`src/include/slapfight_settings.svh`:
```
/*
 * Shell settings: bridge register map, core reset length and field widths.
 * Include this header wherever one of these values is needed.
 */
`ifndef SLAPFIGHT_SETTINGS_SVH
`define SLAPFIGHT_SETTINGS_SVH

// bridge register map
`define SLAP_ADDR_RESET     32'hF000_0000
`define SLAP_ADDR_DIP       32'hF100_0000
`define SLAP_ADDR_MODE      32'hF200_0000
`define SLAP_ADDR_SCNL      32'hF300_0000

// core reset length in clk_74a cycles
`define SLAP_RESET_HOLD     8000
// counter width, must hold SLAP_RESET_HOLD
`define SLAP_HOLD_W         14

// stored field widths
`define SLAP_SCNL_W         2
`define SLAP_MODE_W         8
`define SLAP_DIP_W          16
`define SLAP_DIP_BANK_W     8

// colour channel widths
`define SLAP_CH_IN_W        4
`define SLAP_CH_OUT_W       8

`endif

```
`src/hw/shell_pkg.sv`:
```
/*
 * Shared types for the shell: bridge words, pixels, pads, the control
 * panel word and the setting fields. Modules import it in their bodies.
 */
`include "slapfight_settings.svh"

package shell_pkg;

    // bridge address and data
    typedef logic [31:0] bus_word_t;

    // core pixel, red in the high nibble
    typedef struct packed {
        logic [`SLAP_CH_IN_W-1:0] r;
        logic [`SLAP_CH_IN_W-1:0] g;
        logic [`SLAP_CH_IN_W-1:0] b;
    } rgb444_t;

    // scaler pixel, red in the high byte
    typedef struct packed {
        logic [`SLAP_CH_OUT_W-1:0] r;
        logic [`SLAP_CH_OUT_W-1:0] g;
        logic [`SLAP_CH_OUT_W-1:0] b;
    } rgb888_t;

    // controller key bitmap and the bits we use
    typedef logic [31:0] pad_key_t;
    localparam int KEY_UP     = 0;
    localparam int KEY_DOWN   = 1;
    localparam int KEY_LEFT   = 2;
    localparam int KEY_RIGHT  = 3;
    localparam int KEY_B      = 5;
    localparam int KEY_Y      = 7;
    localparam int KEY_SELECT = 14;
    localparam int KEY_START  = 15;

    // control panel, coin at bit 8 down to right at bit 0
    typedef struct packed {
        logic coin;
        logic start2;
        logic start1;
        logic shoot2;
        logic shoot;
        logic up;
        logic down;
        logic left;
        logic right;
    } panel_t;

    typedef logic [`SLAP_DIP_BANK_W-1:0] dip_t;
    typedef logic [`SLAP_SCNL_W-1:0]     scnl_level_t;
    typedef logic [`SLAP_HOLD_W-1:0]     hold_count_t;

endpackage

```
`src/hw/bridge_regs.sv`:
```
/*
 * Settings register bank on the bridge: reset, DIP, mode and scanlines.
 * Writes land one cycle after the strobe, reads return one cycle after
 * the strobe and hold until the next read.
 */
`timescale 1ns/1ps
`include "slapfight_settings.svh"

module bridge_regs (
    input  logic                           clk_74a,
    input  logic                           temp_reset,
    input  shell_pkg::bus_word_t           bridge_addr,
    input  logic                           bridge_rd,
    input  logic                           bridge_wr,
    input  shell_pkg::bus_word_t           bridge_wr_data,
    input  logic                           core_run,
    output shell_pkg::bus_word_t           bridge_rd_data,
    output logic                           core_reset_req,
    output shell_pkg::dip_t                dip_sw0,
    output shell_pkg::dip_t                dip_sw1,
    output logic [`SLAP_MODE_W-1:0]        core_mode,
    output shell_pkg::scnl_level_t         scanline_level
);
    import shell_pkg::*;

    logic [`SLAP_DIP_W-1:0]  dip_reg;
    logic [`SLAP_MODE_W-1:0] mode_reg;
    scnl_level_t             scnl_reg;

    logic hit_reset;
    logic hit_dip;
    logic hit_mode;
    logic hit_scnl;

    // address decode, shared by both paths
    assign hit_reset = (bridge_addr == `SLAP_ADDR_RESET);
    assign hit_dip   = (bridge_addr == `SLAP_ADDR_DIP);
    assign hit_mode  = (bridge_addr == `SLAP_ADDR_MODE);
    assign hit_scnl  = (bridge_addr == `SLAP_ADDR_SCNL);

    //////////////////////////////////////////////////
    // write side

    always_ff @(posedge clk_74a) begin
        if (temp_reset) begin
            dip_reg        <= '0;
            mode_reg       <= '0;
            scnl_reg       <= '0;
            core_reset_req <= 1'b0;
        end else begin
            // new dips need a fresh core start too
            core_reset_req <= bridge_wr && (hit_reset || hit_dip);
            if (bridge_wr && hit_dip) begin
                dip_reg <= bridge_wr_data[`SLAP_DIP_W-1:0];
            end
            if (bridge_wr && hit_mode) begin
                mode_reg <= bridge_wr_data[`SLAP_MODE_W-1:0];
            end
            if (bridge_wr && hit_scnl) begin
                scnl_reg <= bridge_wr_data[`SLAP_SCNL_W-1:0];
            end
        end
    end

    //////////////////////////////////////////////////
    // read side

    always_ff @(posedge clk_74a) begin
        if (temp_reset) begin
            bridge_rd_data <= '0;
        end else if (bridge_rd) begin
            if (hit_reset) begin
                bridge_rd_data <= bus_word_t'(core_run);
            end else if (hit_dip) begin
                bridge_rd_data <= bus_word_t'(dip_reg);
            end else if (hit_mode) begin
                bridge_rd_data <= bus_word_t'(mode_reg);
            end else if (hit_scnl) begin
                bridge_rd_data <= bus_word_t'(scnl_reg);
            end else begin
                bridge_rd_data <= '0;
            end
        end
    end

    // bank 0 low byte, bank 1 next byte
    assign dip_sw0        = dip_reg[`SLAP_DIP_BANK_W-1:0];
    assign dip_sw1        = dip_reg[`SLAP_DIP_W-1:`SLAP_DIP_BANK_W];
    assign core_mode      = mode_reg;
    assign scanline_level = scnl_reg;

    //////////////////////////////////////////////////
    // checks

    // host never reads and writes in the same cycle
    a_rd_wr_excl : assert property (@(posedge clk_74a) disable iff (temp_reset)
        !(bridge_rd && bridge_wr))
        else $error("bridge_rd and bridge_wr high together");

endmodule

```
`src/hw/reset_stretcher.sv`:
```
/*
 * Holds the core in reset for SLAP_RESET_HOLD cycles after temp_reset
 * or a one-cycle request. A request during the hold restarts the count.
 */
`timescale 1ns/1ps
`include "slapfight_settings.svh"

module reset_stretcher (
    input  logic clk_74a,
    input  logic temp_reset,
    input  logic core_reset_req,
    output logic core_run
);
    import shell_pkg::*;

    hold_count_t hold_cnt;

    // core_run goes high in the same cycle the count hits zero
    always_ff @(posedge clk_74a) begin
        if (temp_reset || core_reset_req) begin
            hold_cnt <= hold_count_t'(`SLAP_RESET_HOLD);
            core_run <= 1'b0;
        end else if (hold_cnt != '0) begin
            hold_cnt <= hold_cnt - 1'b1;
            core_run <= (hold_cnt == hold_count_t'(1));
        end else begin
            core_run <= 1'b1;
        end
    end

    // run only once the hold has fully expired
    a_run_after_hold : assert property (@(posedge clk_74a) disable iff (temp_reset)
        core_run |-> (hold_cnt == '0))
        else $error("core_run high with hold count %0d", hold_cnt);

endmodule

```
`src/hw/panel_mapper.sv`:
```
/*
 * Merges the two player pads into the core's active-low control panel.
 * Shared buttons are the OR of both players, starts stay per player.
 * The panel word is registered, one cycle behind the pads.
 */
`timescale 1ns/1ps

module panel_mapper (
    input  logic                clk_74a,
    input  logic                temp_reset,
    input  shell_pkg::pad_key_t cont1_key,
    input  shell_pkg::pad_key_t cont2_key,
    output shell_pkg::panel_t   control_panel
);
    import shell_pkg::*;

    // active-high merge before inversion
    panel_t merged;

    always_comb begin
        // one coin input for both players
        merged.coin   = cont1_key[KEY_SELECT] | cont2_key[KEY_SELECT];

        // starts are separate
        merged.start2 = cont2_key[KEY_START];
        merged.start1 = cont1_key[KEY_START];

        // fire buttons
        merged.shoot2 = cont1_key[KEY_Y] | cont2_key[KEY_Y];
        merged.shoot  = cont1_key[KEY_B] | cont2_key[KEY_B];

        // directions
        merged.up     = cont1_key[KEY_UP]    | cont2_key[KEY_UP];
        merged.down   = cont1_key[KEY_DOWN]  | cont2_key[KEY_DOWN];
        merged.left   = cont1_key[KEY_LEFT]  | cont2_key[KEY_LEFT];
        merged.right  = cont1_key[KEY_RIGHT] | cont2_key[KEY_RIGHT];
    end

    //////////////////////////////////////////////////
    // output register, idle is all ones

    always_ff @(posedge clk_74a) begin
        if (temp_reset) begin
            control_panel <= '1;
        end else begin
            control_panel <= panel_t'(~merged);
        end
    end

endmodule

```
`src/hw/video_formatter.sv`:
```
/*
 * Turns the core's RGB444 and sync/blank signals into the scaler stream.
 * Colour is widened to 24 bits, data enable comes from the blanks and odd
 * lines are darkened by the scanline level. All outputs lag by one cycle.
 */
`timescale 1ns/1ps

module video_formatter (
    input  logic                   clk_74a,
    input  logic                   temp_reset,
    input  shell_pkg::scnl_level_t scanline_level,
    input  shell_pkg::rgb444_t     core_rgb,
    input  logic                   core_hs,
    input  logic                   core_vs,
    input  logic                   core_hb,
    input  logic                   core_vb,
    output shell_pkg::rgb888_t     video_rgb,
    output logic                   video_hs,
    output logic                   video_vs,
    output logic                   video_de
);
    import shell_pkg::*;

    logic        hs_q;
    logic        vs_q;
    logic        line_odd;
    logic        line_odd_next;
    scnl_level_t shift;
    rgb888_t     wide;
    rgb888_t     dimmed;

    //////////////////////////////////////////////////
    // line parity

    // vs rise starts an even line, each hs rise flips it
    always_comb begin
        if (core_vs && !vs_q) begin
            line_odd_next = 1'b0;
        end else if (core_hs && !hs_q) begin
            line_odd_next = !line_odd;
        end else begin
            line_odd_next = line_odd;
        end
    end

    always_ff @(posedge clk_74a) begin
        if (temp_reset) begin
            hs_q     <= 1'b0;
            vs_q     <= 1'b0;
            line_odd <= 1'b0;
        end else begin
            hs_q     <= core_hs;
            vs_q     <= core_vs;
            line_odd <= line_odd_next;
        end
    end

    //////////////////////////////////////////////////
    // colour

    // nibble on top, low bits zero
    assign wide.r = {core_rgb.r, 4'h0};
    assign wide.g = {core_rgb.g, 4'h0};
    assign wide.b = {core_rgb.b, 4'h0};

    // even lines pass through untouched
    assign shift    = line_odd_next ? scanline_level : '0;
    assign dimmed.r = wide.r >> shift;
    assign dimmed.g = wide.g >> shift;
    assign dimmed.b = wide.b >> shift;

    //////////////////////////////////////////////////
    // output stage

    always_ff @(posedge clk_74a) begin
        video_rgb <= dimmed;
        if (temp_reset) begin
            video_hs <= 1'b0;
            video_vs <= 1'b0;
            video_de <= 1'b0;
        end else begin
            video_hs <= core_hs;
            video_vs <= core_vs;
            video_de <= !(core_hb || core_vb);
        end
    end

endmodule

```
`src/hw/shell_top.sv`:
```
/*
 * Shell top level around the arcade core. Connects the settings bank to
 * the reset stretcher, the panel mapper and the video formatter; the core
 * itself hangs off the ports.
 */
`timescale 1ns/1ps
`include "slapfight_settings.svh"

module shell_top (
    input  logic                    clk_74a,
    input  logic                    temp_reset,

    // bridge
    input  shell_pkg::bus_word_t    bridge_addr,
    input  logic                    bridge_rd,
    input  logic                    bridge_wr,
    input  shell_pkg::bus_word_t    bridge_wr_data,
    output shell_pkg::bus_word_t    bridge_rd_data,

    // settings and run control to the core
    output shell_pkg::dip_t         dip_sw0,
    output shell_pkg::dip_t         dip_sw1,
    output logic [`SLAP_MODE_W-1:0] core_mode,
    output logic                    core_run,

    // pads
    input  shell_pkg::pad_key_t     cont1_key,
    input  shell_pkg::pad_key_t     cont2_key,
    output shell_pkg::panel_t       control_panel,

    // core video in, scaler video out
    input  shell_pkg::rgb444_t      core_rgb,
    input  logic                    core_hs,
    input  logic                    core_vs,
    input  logic                    core_hb,
    input  logic                    core_vb,
    output shell_pkg::rgb888_t      video_rgb,
    output logic                    video_hs,
    output logic                    video_vs,
    output logic                    video_de
);
    import shell_pkg::*;

    logic        core_reset_req;
    scnl_level_t scanline_level;

    //////////////////////////////////////////////////
    // control

    bridge_regs u_bridge_regs (
        .clk_74a        (clk_74a),
        .temp_reset     (temp_reset),
        .bridge_addr    (bridge_addr),
        .bridge_rd      (bridge_rd),
        .bridge_wr      (bridge_wr),
        .bridge_wr_data (bridge_wr_data),
        .core_run       (core_run),
        .bridge_rd_data (bridge_rd_data),
        .core_reset_req (core_reset_req),
        .dip_sw0        (dip_sw0),
        .dip_sw1        (dip_sw1),
        .core_mode      (core_mode),
        .scanline_level (scanline_level)
    );

    reset_stretcher u_reset_stretcher (
        .clk_74a        (clk_74a),
        .temp_reset     (temp_reset),
        .core_reset_req (core_reset_req),
        .core_run       (core_run)
    );

    //////////////////////////////////////////////////
    // datapath

    panel_mapper u_panel_mapper (
        .clk_74a       (clk_74a),
        .temp_reset    (temp_reset),
        .cont1_key     (cont1_key),
        .cont2_key     (cont2_key),
        .control_panel (control_panel)
    );

    video_formatter u_video_formatter (
        .clk_74a        (clk_74a),
        .temp_reset     (temp_reset),
        .scanline_level (scanline_level),
        .core_rgb       (core_rgb),
        .core_hs        (core_hs),
        .core_vs        (core_vs),
        .core_hb        (core_hb),
        .core_vb        (core_vb),
        .video_rgb      (video_rgb),
        .video_hs       (video_hs),
        .video_vs       (video_vs),
        .video_de       (video_de)
    );

endmodule

```
`config.mk`:
```
export PLATFORM = sky130hd
export DESIGN_NAME = shell_top
export DESIGN_NICKNAME = d
export VERILOG_FILES = /design/src/hw/shell_pkg.sv /design/src/hw/bridge_regs.sv /design/src/hw/reset_stretcher.sv /design/src/hw/panel_mapper.sv /design/src/hw/video_formatter.sv /design/src/hw/shell_top.sv
export VERILOG_INCLUDE_DIRS = /design/src /design/src/include
export SDC_FILE = /design/constraint.sdc
export NUM_CORES = 1
export LEC_CHECK = 0
export BUFFER_PORTS_ARGS = -buffer_cell sky130_fd_sc_hd__buf_2
export CAP_MARGIN = 20
export CORE_MARGIN = 3
export CORE_UTILIZATION = 45
export DETAILED_ROUTE_END_ITERATION = 16
export PLACE_DENSITY = 0.92
export SYNTH_ARGS = -nofsm -noshare
export SYNTH_HDL_FRONTEND = slang
export SYNTH_SLANG_ARGS = --single-unit
```
`constraint.sdc`:
```
create_clock -name clk_74a -period 4.47 [get_ports clk_74a]
set_clock_uncertainty 0.1 [all_clocks]
set_input_delay 0.894 -clock clk_74a [delete_from_list [all_inputs] [get_ports clk_74a]]
set_output_delay 0.894 -clock clk_74a [all_outputs]
set_load 0.03 [all_outputs]
```
==> Yosys cells after proc, flatten, opt, wreduce, memory -nomap -nowiden <==
Index checks and enable logic that the tools add are counted.
{ "op_classes": {"addsub": 1, "n_eq_ne": 5, "shifts": 3, "mux": 8, "n_bitwise": 8, "reduce_logical": 14} }
{ "ops": {"columns": ["cell", "n"], "rows": [
  ["32-bit equality test (second input constant)", 4],
  ["32-bit two-way mux", 3],
  ["8-bit by 2-bit right shift with 8-bit output", 3],
  ["14-bit by 1-bit equality test with 1-bit output (second input constant)", 1],
  ["14-bit nonzero test", 1],
  ["14-bit by 1-bit subtractor with 14-bit output (second input constant)", 1],
  ["9-bit inverter", 1],
  ["1-bit bitwise OR", 7],
  ["1-bit logical AND", 6],
  ["1-bit zero test", 4],
  ["2-bit two-way mux", 2],
  ["1-bit logical OR", 3],
  ["1-bit two-way mux", 3]
]} }
{ "totals": {"regBits": 111, "input_bits": 148, "out_inout_bits": 93} }

==> Longest topological paths before layout <==
Gate-level depths: netlist of the first run.
{ "logic_depth": {"word_depth": 6, "ltp_mapped": 9, "mapped_depth_nobuf": 7} }

==> By module <==
From an unflattened synthesis of the first run, not the netlist that was laid out.
{ "unflattened": {"cells_unflattened": 460, "hier_area_um2": 4195.3} }
{ "by_module_without_submodules": {"columns": ["mod", "instances", "cells_each", "area_per_inst_um2", "seq_area_each_um2"], "rows": [
  ["bridge_regs", 1, 255, 2193.4, 860.8],
  ["video_formatter", 1, 97, 955.9, 500.5],
  ["reset_stretcher", 1, 90, 800.8, 300.3],
  ["panel_mapper", 1, 18, 245.2, 180.2]
]} }

==> Worst setup path after synthesis of the first run <==
No wires, ideal clock.
{ "synth_timing": {"path_type": "input-to-reg", "startpoint": "input port bridge_addr[2]", "endpoint": "register u_bridge_regs.dip_reg[6]", "setup_ps": 128, "t_arrival_ps": 2386, "t_required_ps": 4242, "slack_ps": 1856, "cell_stages": 6, "path_buffers": 1, "path_cell_list": "nor4_4 -> nand4_4 -> nor4_4 -> buf_6 -> mux2i_1 -> nor2_1"} }
{ "synth_between": {"elab_chain_len": 2} }
{ "synth_lines": {"columns": ["element", "line_no", "text"], "rows": [
  ["start: declaration", "shell_top.sv:14", "input shell_pkg::bus_word_t bridge_addr,"],
  ["32-bit equality test (no source line)", null, null],
  ["1-bit logical AND", "bridge_regs.sv:53", "if (bridge_wr && hit_dip) begin"],
  ["end signal: assignment", "bridge_regs.sv:54", "dip_reg <= bridge_wr_data[`SLAP_DIP_W-1:0];"],
  ["end: declaration", "bridge_regs.sv:26", "logic [`SLAP_DIP_W-1:0] dip_reg;"]
]} }
Every way passes these cells.
A chain may end at the register's enable or synchronous reset.

==> Final worst setup path of the first run <==
{ "layout_timing": {"startpoint": "input port bridge_addr[5]", "endpoint": "register u_bridge_regs.dip_reg[14]"} }
Same word-level chain as after synthesis.

==> results by group, run 1 <==
Global routing
  – Global-route met2 utilization: 0.3557
  – Maximum number of pins on one net before global-route repair: about 60
  – Global routing's busiest layer: met2
  – Via count of the first global-routing pass: 3427
  – Met1 GRT Util: 0.2260
  – Fraction of met3 tracks used by global routing: 0.06929
  – Overall global routing resource usage: 0.2014
  – Global-route wire length before repair: 15820 um
  – Grt total ovfl: 0
  – Antenna violations before repair: 0

Setup path
  – Critical path's largest stage delay: 0.61 ns
  – Critical Path AT: 2.81 ns
  – CP Max Fanout: 11
  – Critical Path Slowest Stage Cell: sky130_fd_sc_hd__nor4_4
  – Type of origin of the critical path: input port
  – Required time worst endpoint: between 4 and 5 ns
  – Worst reg2reg startpoint: u_reset_stretcher.hold_cnt[5]$_SDFFE_PP0N_
  – CP startpoint: bridge_addr[5]
  – Ordered list of cells on the worst path: buf_2, nor4_1, nand2_1, nor4_4, buf_4, mux2i_1, nor2_1
  – Crit end category: flip-flop
  – WS Path Type: in -> reg

Detailed routing
  – Remaining antenna violation count after routing: 0
  – Count of TritonRoute iterations in the first routing pass: 4
  – Vias: roughly 3400
  – Post-detailed-route wirelength per cell: 14.82 um
  – Vias per Instance: 5.103
  – DRC Markers: 0
  – Final routed wirelength across all metal layers: a little under 10000 um
  – Initial detailed-routing violation count: around 150

STA
  – Max Freq: 368.6 MHz
  – Final Max Slew Viols: 0
  – Worst slew pin tran: between 0.9 and 1 ns
  – Headroom to the max-slew limit: 0.3540
  – Endpoints failing setup: 0
  – Setup tns final: 0 ns
  – Crit path time final: 2.713 ns
  – Final worst-path cycle share: 0.6069
  – RSZ-0062 raised after global routing: no
  – Final Hold Fails: 0

Clocking
  – H-tree levels: 3
  – CTS tree: built
  – Hold buffer count at CTS: 0
  – Number of buffers inserted by post-CTS setup repair: 0
  – Cts repair resizes: 0
  – Clock slew seen by the registers of the worst setup and hold paths: 0.09 ns
  – Sinks on Clock Net: 92
  – Longest Clk Path Bufs: 2
  – Insertion delay of the later-clocked pin in the worst-skew pair: 0.34 ns
  – Clk Tree Root Cell: sky130_fd_sc_hd__clkbuf_8
  – Number of clock buffers inserted by TritonCTS: 9

Status
  – Status: completed

Finish
  – Proportion of layout cells with a drive suffix above 1: 0.3351
  – Max reg flops: 21
  – Layout overhead on the synthesized area: 25.06%
  – Number of inserted diodes: 0
  – Number of standard cells in the final layout excluding fillers: 660
  – Most frequent standard cell in the layout excluding fill and tap cells: sky130_fd_sc_hd__buf_2
  – Most used cells in the layout excluding fill and tap cells: 157 x sky130_fd_sc_hd__buf_2, 92 x sky130_fd_sc_hd__dfxtp_1, 55 x sky130_fd_sc_hd__nor2_1, 44 x sky130_fd_sc_hd__mux2i_1, 27 x sky130_fd_sc_hd__nand2_1
  – Nets@finish: 701

Synthesis
  – Number of instances in the synthesized netlist: 400
  – Cell area after synthesis: 3840 sq um
  – Ys Warns: 0
  – Count of different cell masters after synthesis: 42
  – Register area share after synthesis: 0.4796
  – Mean instance size in the synthesized netlist: roughly 9.6 sq um
  – Commonest register cell after synthesis: sky130_fd_sc_hd__dfxtp_1
  – EDFF count, synth: 0
  – Number of synthesized register bits: about 90
  – Asr flop ratio synth: 0

Floorplan
  – Die Wd: 98.38 um
  – Y dimension of the die: 98.38 um
  – IO Pins: roughly 240
  – Die area: 9678 sq um
  – Initial standard-cell utilization of the core: 0.4650
  – Number of core rows: 33
  – Total core area: 8258 sq um

Job
  – Number of violations of the max-capacitance limit: 0

Place
  – # placed instances: 644
  – Port-buffer cells: 157
  – Dpl hpwl: 7598 um
  – Placer Congestion: 0.9112

Power and ir drop
  – Share of power burned in combinational logic: 0.131
  – Cell internal pwr: between 0.001 and 0.0015 W
  – Pwr dens: 327.6 nW/um^2
  – Net switching power figure: 0.0004310 W
  – IR drop worst, VDD: about 0.00025 V
  – Clock network fraction of design power: 0.319
  – Share of power burned in registers: 0.550
  – Total leakage power: around 2.2 nW
  – Switching share of power: 0.2739
  – Total Power: 0.001573 W

Min path
  – Hold Crit Start: u_bridge_regs.bridge_rd_data[15]$_SDFFE_PP0P_
  – Path type of the worst min-delay path: reg -> reg
==> final timing paths <==
check,cells past startpoint,slack (ns),end
min reg2reg,2,0.36,u_bridge_regs.bridge_rd_data[15]$_SDFFE_PP0P_
max,7,1.76,u_bridge_regs.dip_reg[14]$_SDFFE_PP0P_
max reg2reg,5,2.27,u_reset_stretcher.hold_cnt[2]$_SDFFE_PP0N_
min,2,0.36,u_bridge_regs.bridge_rd_data[15]$_SDFFE_PP0P_
==> cell usage after synthesis (all sizes together), types with 4 or more instances <==
cell type  count  area, sq um
nor3          11        60.06
or3            5        31.28
and3           7        43.79
nor2b          6        37.54
nor2          55        206.5
nand4b         6        52.55
clkbuf        14        52.55
nand4          7        58.81
o21bai         7        52.55
inv            5        18.77
mux2i         44        440.4
nand2b         4        25.02
buf           25        175.2
nand3         23        115.1
xnor2          8        70.07
nand2         27        101.4
dfxtp         92         1842
nor4          12        135.1
o21ai          5        25.02
a21oi         16        80.08
==> layout make-up <==
type,instances,area [sq um]
Multi-Input combinational cell,282,1826
Inverter,5,18.77
Clock buffer,11,141.4
Sequential cell,92,1842
Tap cell,105,131.4
Clock inverter,5,35.03
Fill cell,764,3456
Timing Repair Buffer,160,808.3
==> metrics by stage <==
stage	hold slack, ns	cell area (sq um)	utilization	worst slack, ns
after floorplan	0.3410	3908	-	1.856
after global placement	0.3489	4626	0.5602	1.416
after detailed placement	0.3500	4626	0.5602	1.376
after CTS	0.3632	4802	0.5815	1.730
after global routing	0.3924	4802	0.5815	1.606
final	0.3645	4802	0.5815	1.757
==> power groups by stage <==
stage	logic [W]	clock network, W	registers, W
after CTS	0.000206	0.000520	0.000864
after global placement	0.000199	0	0.000881
after detailed placement	0.000206	0	0.000883
final	0.000206	0.000503	0.000865
after global routing	0.000226	0.000554	0.000869
after floorplan	0.000117	0	0.000905
==> metal layers <==
layer,share of wire,up-vias
li1,-,1648
met1,0.38,1564
met2,0.51,146
met3,0.099,10
met4,0.013,0
met5,0,-
==> cells by family after synthesis <==
| family | Yosys count | synth area share |
|---|---|---|
| and+or+nand+nor | 170 | 0.2450 |
| DFF | 92 | 0.4796 |
| muxes | 46 | 0.1235 |
| buffers and inverters | 44 | 0.06419 |
| AOI/OAI and AO/OA | 34 | 0.05409 |
| xor gates and xnor gates | 10 | 0.02281 |
| adders and majority gates | 3 | 0.009776 |
| other | 1 | 0.0009766 |
==> critical path: cells and delay by family <==
family / cells / cell delay [ns]
AND/OR/NAND/NOR: 4 / 1.24
buffers and inverters: 2 / 0.44
multiplexers: 1 / 0.22
Note: power is estimated with default switching activity, not from simulation.
==> run 2, diff against run 1 <==
--- a/config.mk
+++ b/config.mk
@@ -6,12 +6,13 @@
 export SDC_FILE = /design/constraint.sdc
 export NUM_CORES = 1
 export LEC_CHECK = 0
+export ABC_AREA = 1
 export BUFFER_PORTS_ARGS = -buffer_cell sky130_fd_sc_hd__buf_2
 export CAP_MARGIN = 20
 export CORE_MARGIN = 3
-export CORE_UTILIZATION = 45
+export CORE_UTILIZATION = 43
 export DETAILED_ROUTE_END_ITERATION = 16
-export PLACE_DENSITY = 0.92
+export PLACE_DENSITY = 0.88
 export SYNTH_ARGS = -nofsm -noshare
 export SYNTH_HDL_FRONTEND = slang
 export SYNTH_SLANG_ARGS = --single-unit
==> constraint.sdc (replaced) <==
create_clock -name clk_74a -period 2.5 [get_ports clk_74a]
set_clock_uncertainty 0.1 [all_clocks]
set_input_delay 0.5 -clock clk_74a [delete_from_list [all_inputs] [get_ports clk_74a]]
set_output_delay 0.5 -clock clk_74a [all_outputs]
set_load 0.03 [all_outputs]
==> run 2 against run 1 <==
Clock power rose by 99%; largest power group unchanged; first-iteration DRC count grew 52%; critical path depth is 4 higher; critical endpoint is now u_bridge_regs.dip_reg[4]$_SDFFE_PP0P_; non-clock buffer count rose by 3; count of clock-buffer cells in the layout down 2; routed wire length shrank 3.2%; largest cell class unchanged; cell area up 2.3%; sequential share of layout area decreased by 0.87 points; utilization is 2.1 points lower.
==> results by group, run 2 <==
Clocking
  – H-tree levels: 3 (unchanged)
  – Insertion delay of the later-clocked pin in the worst-skew pair: 0.37 ns (+0.03 ns)
  – Number of clock buffers inserted by TritonCTS: 9 (unchanged)
  – Hold buffer count at CTS: 0 (unchanged)
  – CTS tree: built
  – Longest Clk Path Bufs: 2 (unchanged)
  – Clock slew seen by the registers of the worst setup and hold paths: 0.11 ns (+0.02 ns)
  – Cts repair resizes: 0 (unchanged)
  – Sinks on Clock Net: 92 (unchanged)
  – Number of buffers inserted by post-CTS setup repair: 0 (unchanged)
  – Clk Tree Root Cell: sky130_fd_sc_hd__clkbuf_8

Finish
  – Max reg flops: 21 (unchanged)
  – Most used cells in the layout excluding fill and tap cells: 157 x sky130_fd_sc_hd__buf_2, 115 x sky130_fd_sc_hd__nand2_1, 92 x sky130_fd_sc_hd__dfxtp_1, 70 x sky130_fd_sc_hd__nor2_1, 51 x sky130_fd_sc_hd__inv_1
  – Nets@finish: 826 (+18%)
  – Proportion of layout cells with a drive suffix above 1: 0.2868 (-0.04837)
  – Number of inserted diodes: 0 (unchanged)
  – Layout overhead on the synthesized area: 25.95%
  – Most frequent standard cell in the layout excluding fill and tap cells: sky130_fd_sc_hd__buf_2

Synthesis
  – Number of instances in the synthesized netlist: 519 (+30%)
  – Area contributors post-synth: sky130_fd_sc_hd__dfxtp_1 47%, sky130_fd_sc_hd__nand2_1 11%, sky130_fd_sc_hd__nor2_1 6.7%
  – EDFF count, synth: 0 (unchanged)
  – Register area share after synthesis: 0.4721 (-0.007538)
  – Count of different cell masters after synthesis: 31 (-26%)
  – Mean instance size in the synthesized netlist: 7.517 sq um (-22%)
  – Asr flop ratio synth: 0 (unchanged)
  – Share of the synthesized area in the top cell type: 0.4721 (-0.007538)
  – Number of synthesized register bits: 92 (unchanged)
  – Commonest cells post-synth: 115 x sky130_fd_sc_hd__nand2_1, 92 x sky130_fd_sc_hd__dfxtp_1, 70 x sky130_fd_sc_hd__nor2_1, 51 x sky130_fd_sc_hd__inv_1, 33 x sky130_fd_sc_hd__a21oi_1
  – Dominant cell by count in the synthesized netlist: sky130_fd_sc_hd__nand2_1
  – Cell area after synthesis: 3901 sq um (+1.6%)
  – Ys Warns: 0 (unchanged)
  – Synth area leader: sky130_fd_sc_hd__dfxtp_1
  – Commonest register cell after synthesis: sky130_fd_sc_hd__dfxtp_1

Global routing
  – Via count of the first global-routing pass: 3443 (+0.47%)
  – Antenna violations before repair: 0 (unchanged)
  – Global-route wire length before repair: 14930 um (-5.6%)
  – Global-route met2 utilization: 0.3124 (-0.04332)
  – Global routing's busiest layer: met2
  – Grt total ovfl: 0 (unchanged)
  – Overall global routing resource usage: 0.1798 (-0.02160)
  – Met1 GRT Util: 0.2143 (-0.01178)
  – Maximum number of pins on one net before global-route repair: 33 (-46%)
  – Fraction of met3 tracks used by global routing: 0.05234 (-0.01694)

STA
  – Setup slack of the critical path after layout: 0.7033 ns (-1.054 ns)
  – Endpoints failing setup: 0 (unchanged)
  – Final Max Slew Viols: 0 (unchanged)
  – Final worst-path cycle share: 0.7187
  – Setup tns final: 0 ns (unchanged)
  – Max Freq: 556.6 MHz
  – Crit path time final: 1.797 ns
  – RSZ-0062 raised after global routing: no
  – Final Hold Fails: 0 (unchanged)

Setup path
  – Critical Path Slowest Stage Cell: sky130_fd_sc_hd__buf_4
  – CP Max Fanout: 24 (+13)
  – Ordered list of cells on the worst path: buf_2, inv_1, nand2_1, nor2_1, nand2_1, nor2_2, nand2_2, nor2_4, buf_4, nor2_1, a211oi_1
  – Type of origin of the critical path: input port
  – WS Path Type: in -> reg
  – Critical Path AT: 1.97 ns (-0.84 ns)
  – Critical path's largest stage delay: 0.26 ns (-0.35 ns)
  – Required time worst endpoint: 2.67 ns (-1.89 ns)
  – Crit end category: flip-flop

Detailed routing
  – Initial detailed-routing violation count: 234 (+52%)
  – Remaining antenna violation count after routing: 0 (unchanged)
  – Vias: 3695 (+9.7%)
  – Vias per Instance: 4.689 (-8.1%)
  – Count of TritonRoute iterations in the first routing pass: 4 (unchanged)
  – Final routed wirelength across all metal layers: 9467 um (-3.2%)
  – Post-detailed-route wirelength per cell: 12.01 um (-19%)
  – DRC Markers: 0 (unchanged)

Place
  – Post-placement worst setup slack: 0.3525 ns (-1.023 ns)
  – Placer Congestion: 0.8280 (-9.1%)
  – Port-buffer cells: 157 (unchanged)
  – Dpl hpwl: 7299 um (-3.9%)

Power and ir drop
  – Pwr dens: 585.2 nW/um^2 (+79%)
  – Total leakage power: 2.509 nW (+12%)
  – IR drop worst, VDD: 0.0002672 V (+7.5%)

Floorplan
  – Number of core rows: 34 (+3.0%)
  – Total core area: 8763 sq um (+6.1%)
  – Die area: 10250 sq um (+5.9%)
  – Initial standard-cell utilization of the core: 0.4452 (-0.01983)
  – Y dimension of the die: 101.3 um (+2.9%)
  – Die Wd: 101.3 um (+2.9%)
  – IO Pins: 241 (unchanged)

Min path
  – Path type of the worst min-delay path: in -> reg

Job
  – Number of violations of the max-capacitance limit: 0 (unchanged)

Status
  – Status: completed
## run 2: worst paths after layout
check                                                     from  cells past startpoint                                      endpoint  slack (ns)
hold reg to reg   u_bridge_regs.bridge_rd_data[4]$_SDFFE_PP0P_                      2  u_bridge_regs.bridge_rd_data[4]$_SDFFE_PP0P_        0.36
setup / recovery                               bridge_addr[20]                     11         u_bridge_regs.dip_reg[4]$_SDFFE_PP0P_        0.70
setup reg to reg    u_reset_stretcher.hold_cnt[6]$_SDFFE_PP1N_                     11    u_reset_stretcher.hold_cnt[7]$_SDFFE_PP0N_        0.75
hold / removal                                         core_hb                      2         u_video_formatter.video_de$_SDFF_PP0_        0.17
## run 2: per-stage QoR
step / total power [W] / util / hold slack [ns] / area (sq um) / std cells
floorplan: 0.001803 / - / 0.3435 / 3969 / 537
global placement: 0.001899 / 0.5378 / 0.3492 / 4713 / 772
detailed placement: 0.001906 / 0.5378 / 0.3519 / 4713 / 772
CTS: 0.002898 / 0.5607 / 0.1620 / 4913 / 788
global route: 0.003012 / 0.5607 / 0.1490 / 4913 / 788
finish: 0.002875 / 0.5607 / 0.1688 / 4913 / 788
## run 2: layout make-up
| type | count | area, sq um |
|---|---|---|
| multi-input cells | 353 | 1695 |
| inverters | 56 | 210.2 |
| repair buffers | 163 | 830.8 |
| clock buffers | 9 | 123.9 |
| fillers | 840 | 3850 |
| flip-flops and latches | 92 | 1842 |
| well taps | 108 | 135.1 |
| clock inverters | 7 | 76.32 |
## run 2: layer usage
metal / wire, um / up-vias
li1: - / 1931
met2: 4598 / 135
met5: 0 / -
met4: 143 / 0
met1: 3915 / 1614
met3: 810 / 15
## run 2: worst max-delay path, delay by kind of cell
| family | cells | cell delay [ns] |
|---|---|---|
| AO/OA/AOI/OAI | 1 | 0.16 |
| AND/OR/NAND/NOR | 7 | 0.92 |
| buffers and inverters | 3 | 0.39 |
## run 2: kinds of logic after synthesis
family	synth area share
and+or+nand+nor	0.2604
DFF	0.4721
buffers and inverters	0.1106
AOI/OAI and AO/OA	0.1187
muxes	0.02309
adders and majority gates	0.009623
xor gates and xnor gates	0.004491
other	0.0009612
## run 2: where the power goes
group | internal (W) | switching, W | total [W]
combinational | 0.000113 | 0.000230 | 0.000343
clock | 0.000396 | 0.000604 | 0.00100
sequential | 0.00151 | 0.0000259 | 0.00153
total | 0.00202 | 0.000860 | 0.00288
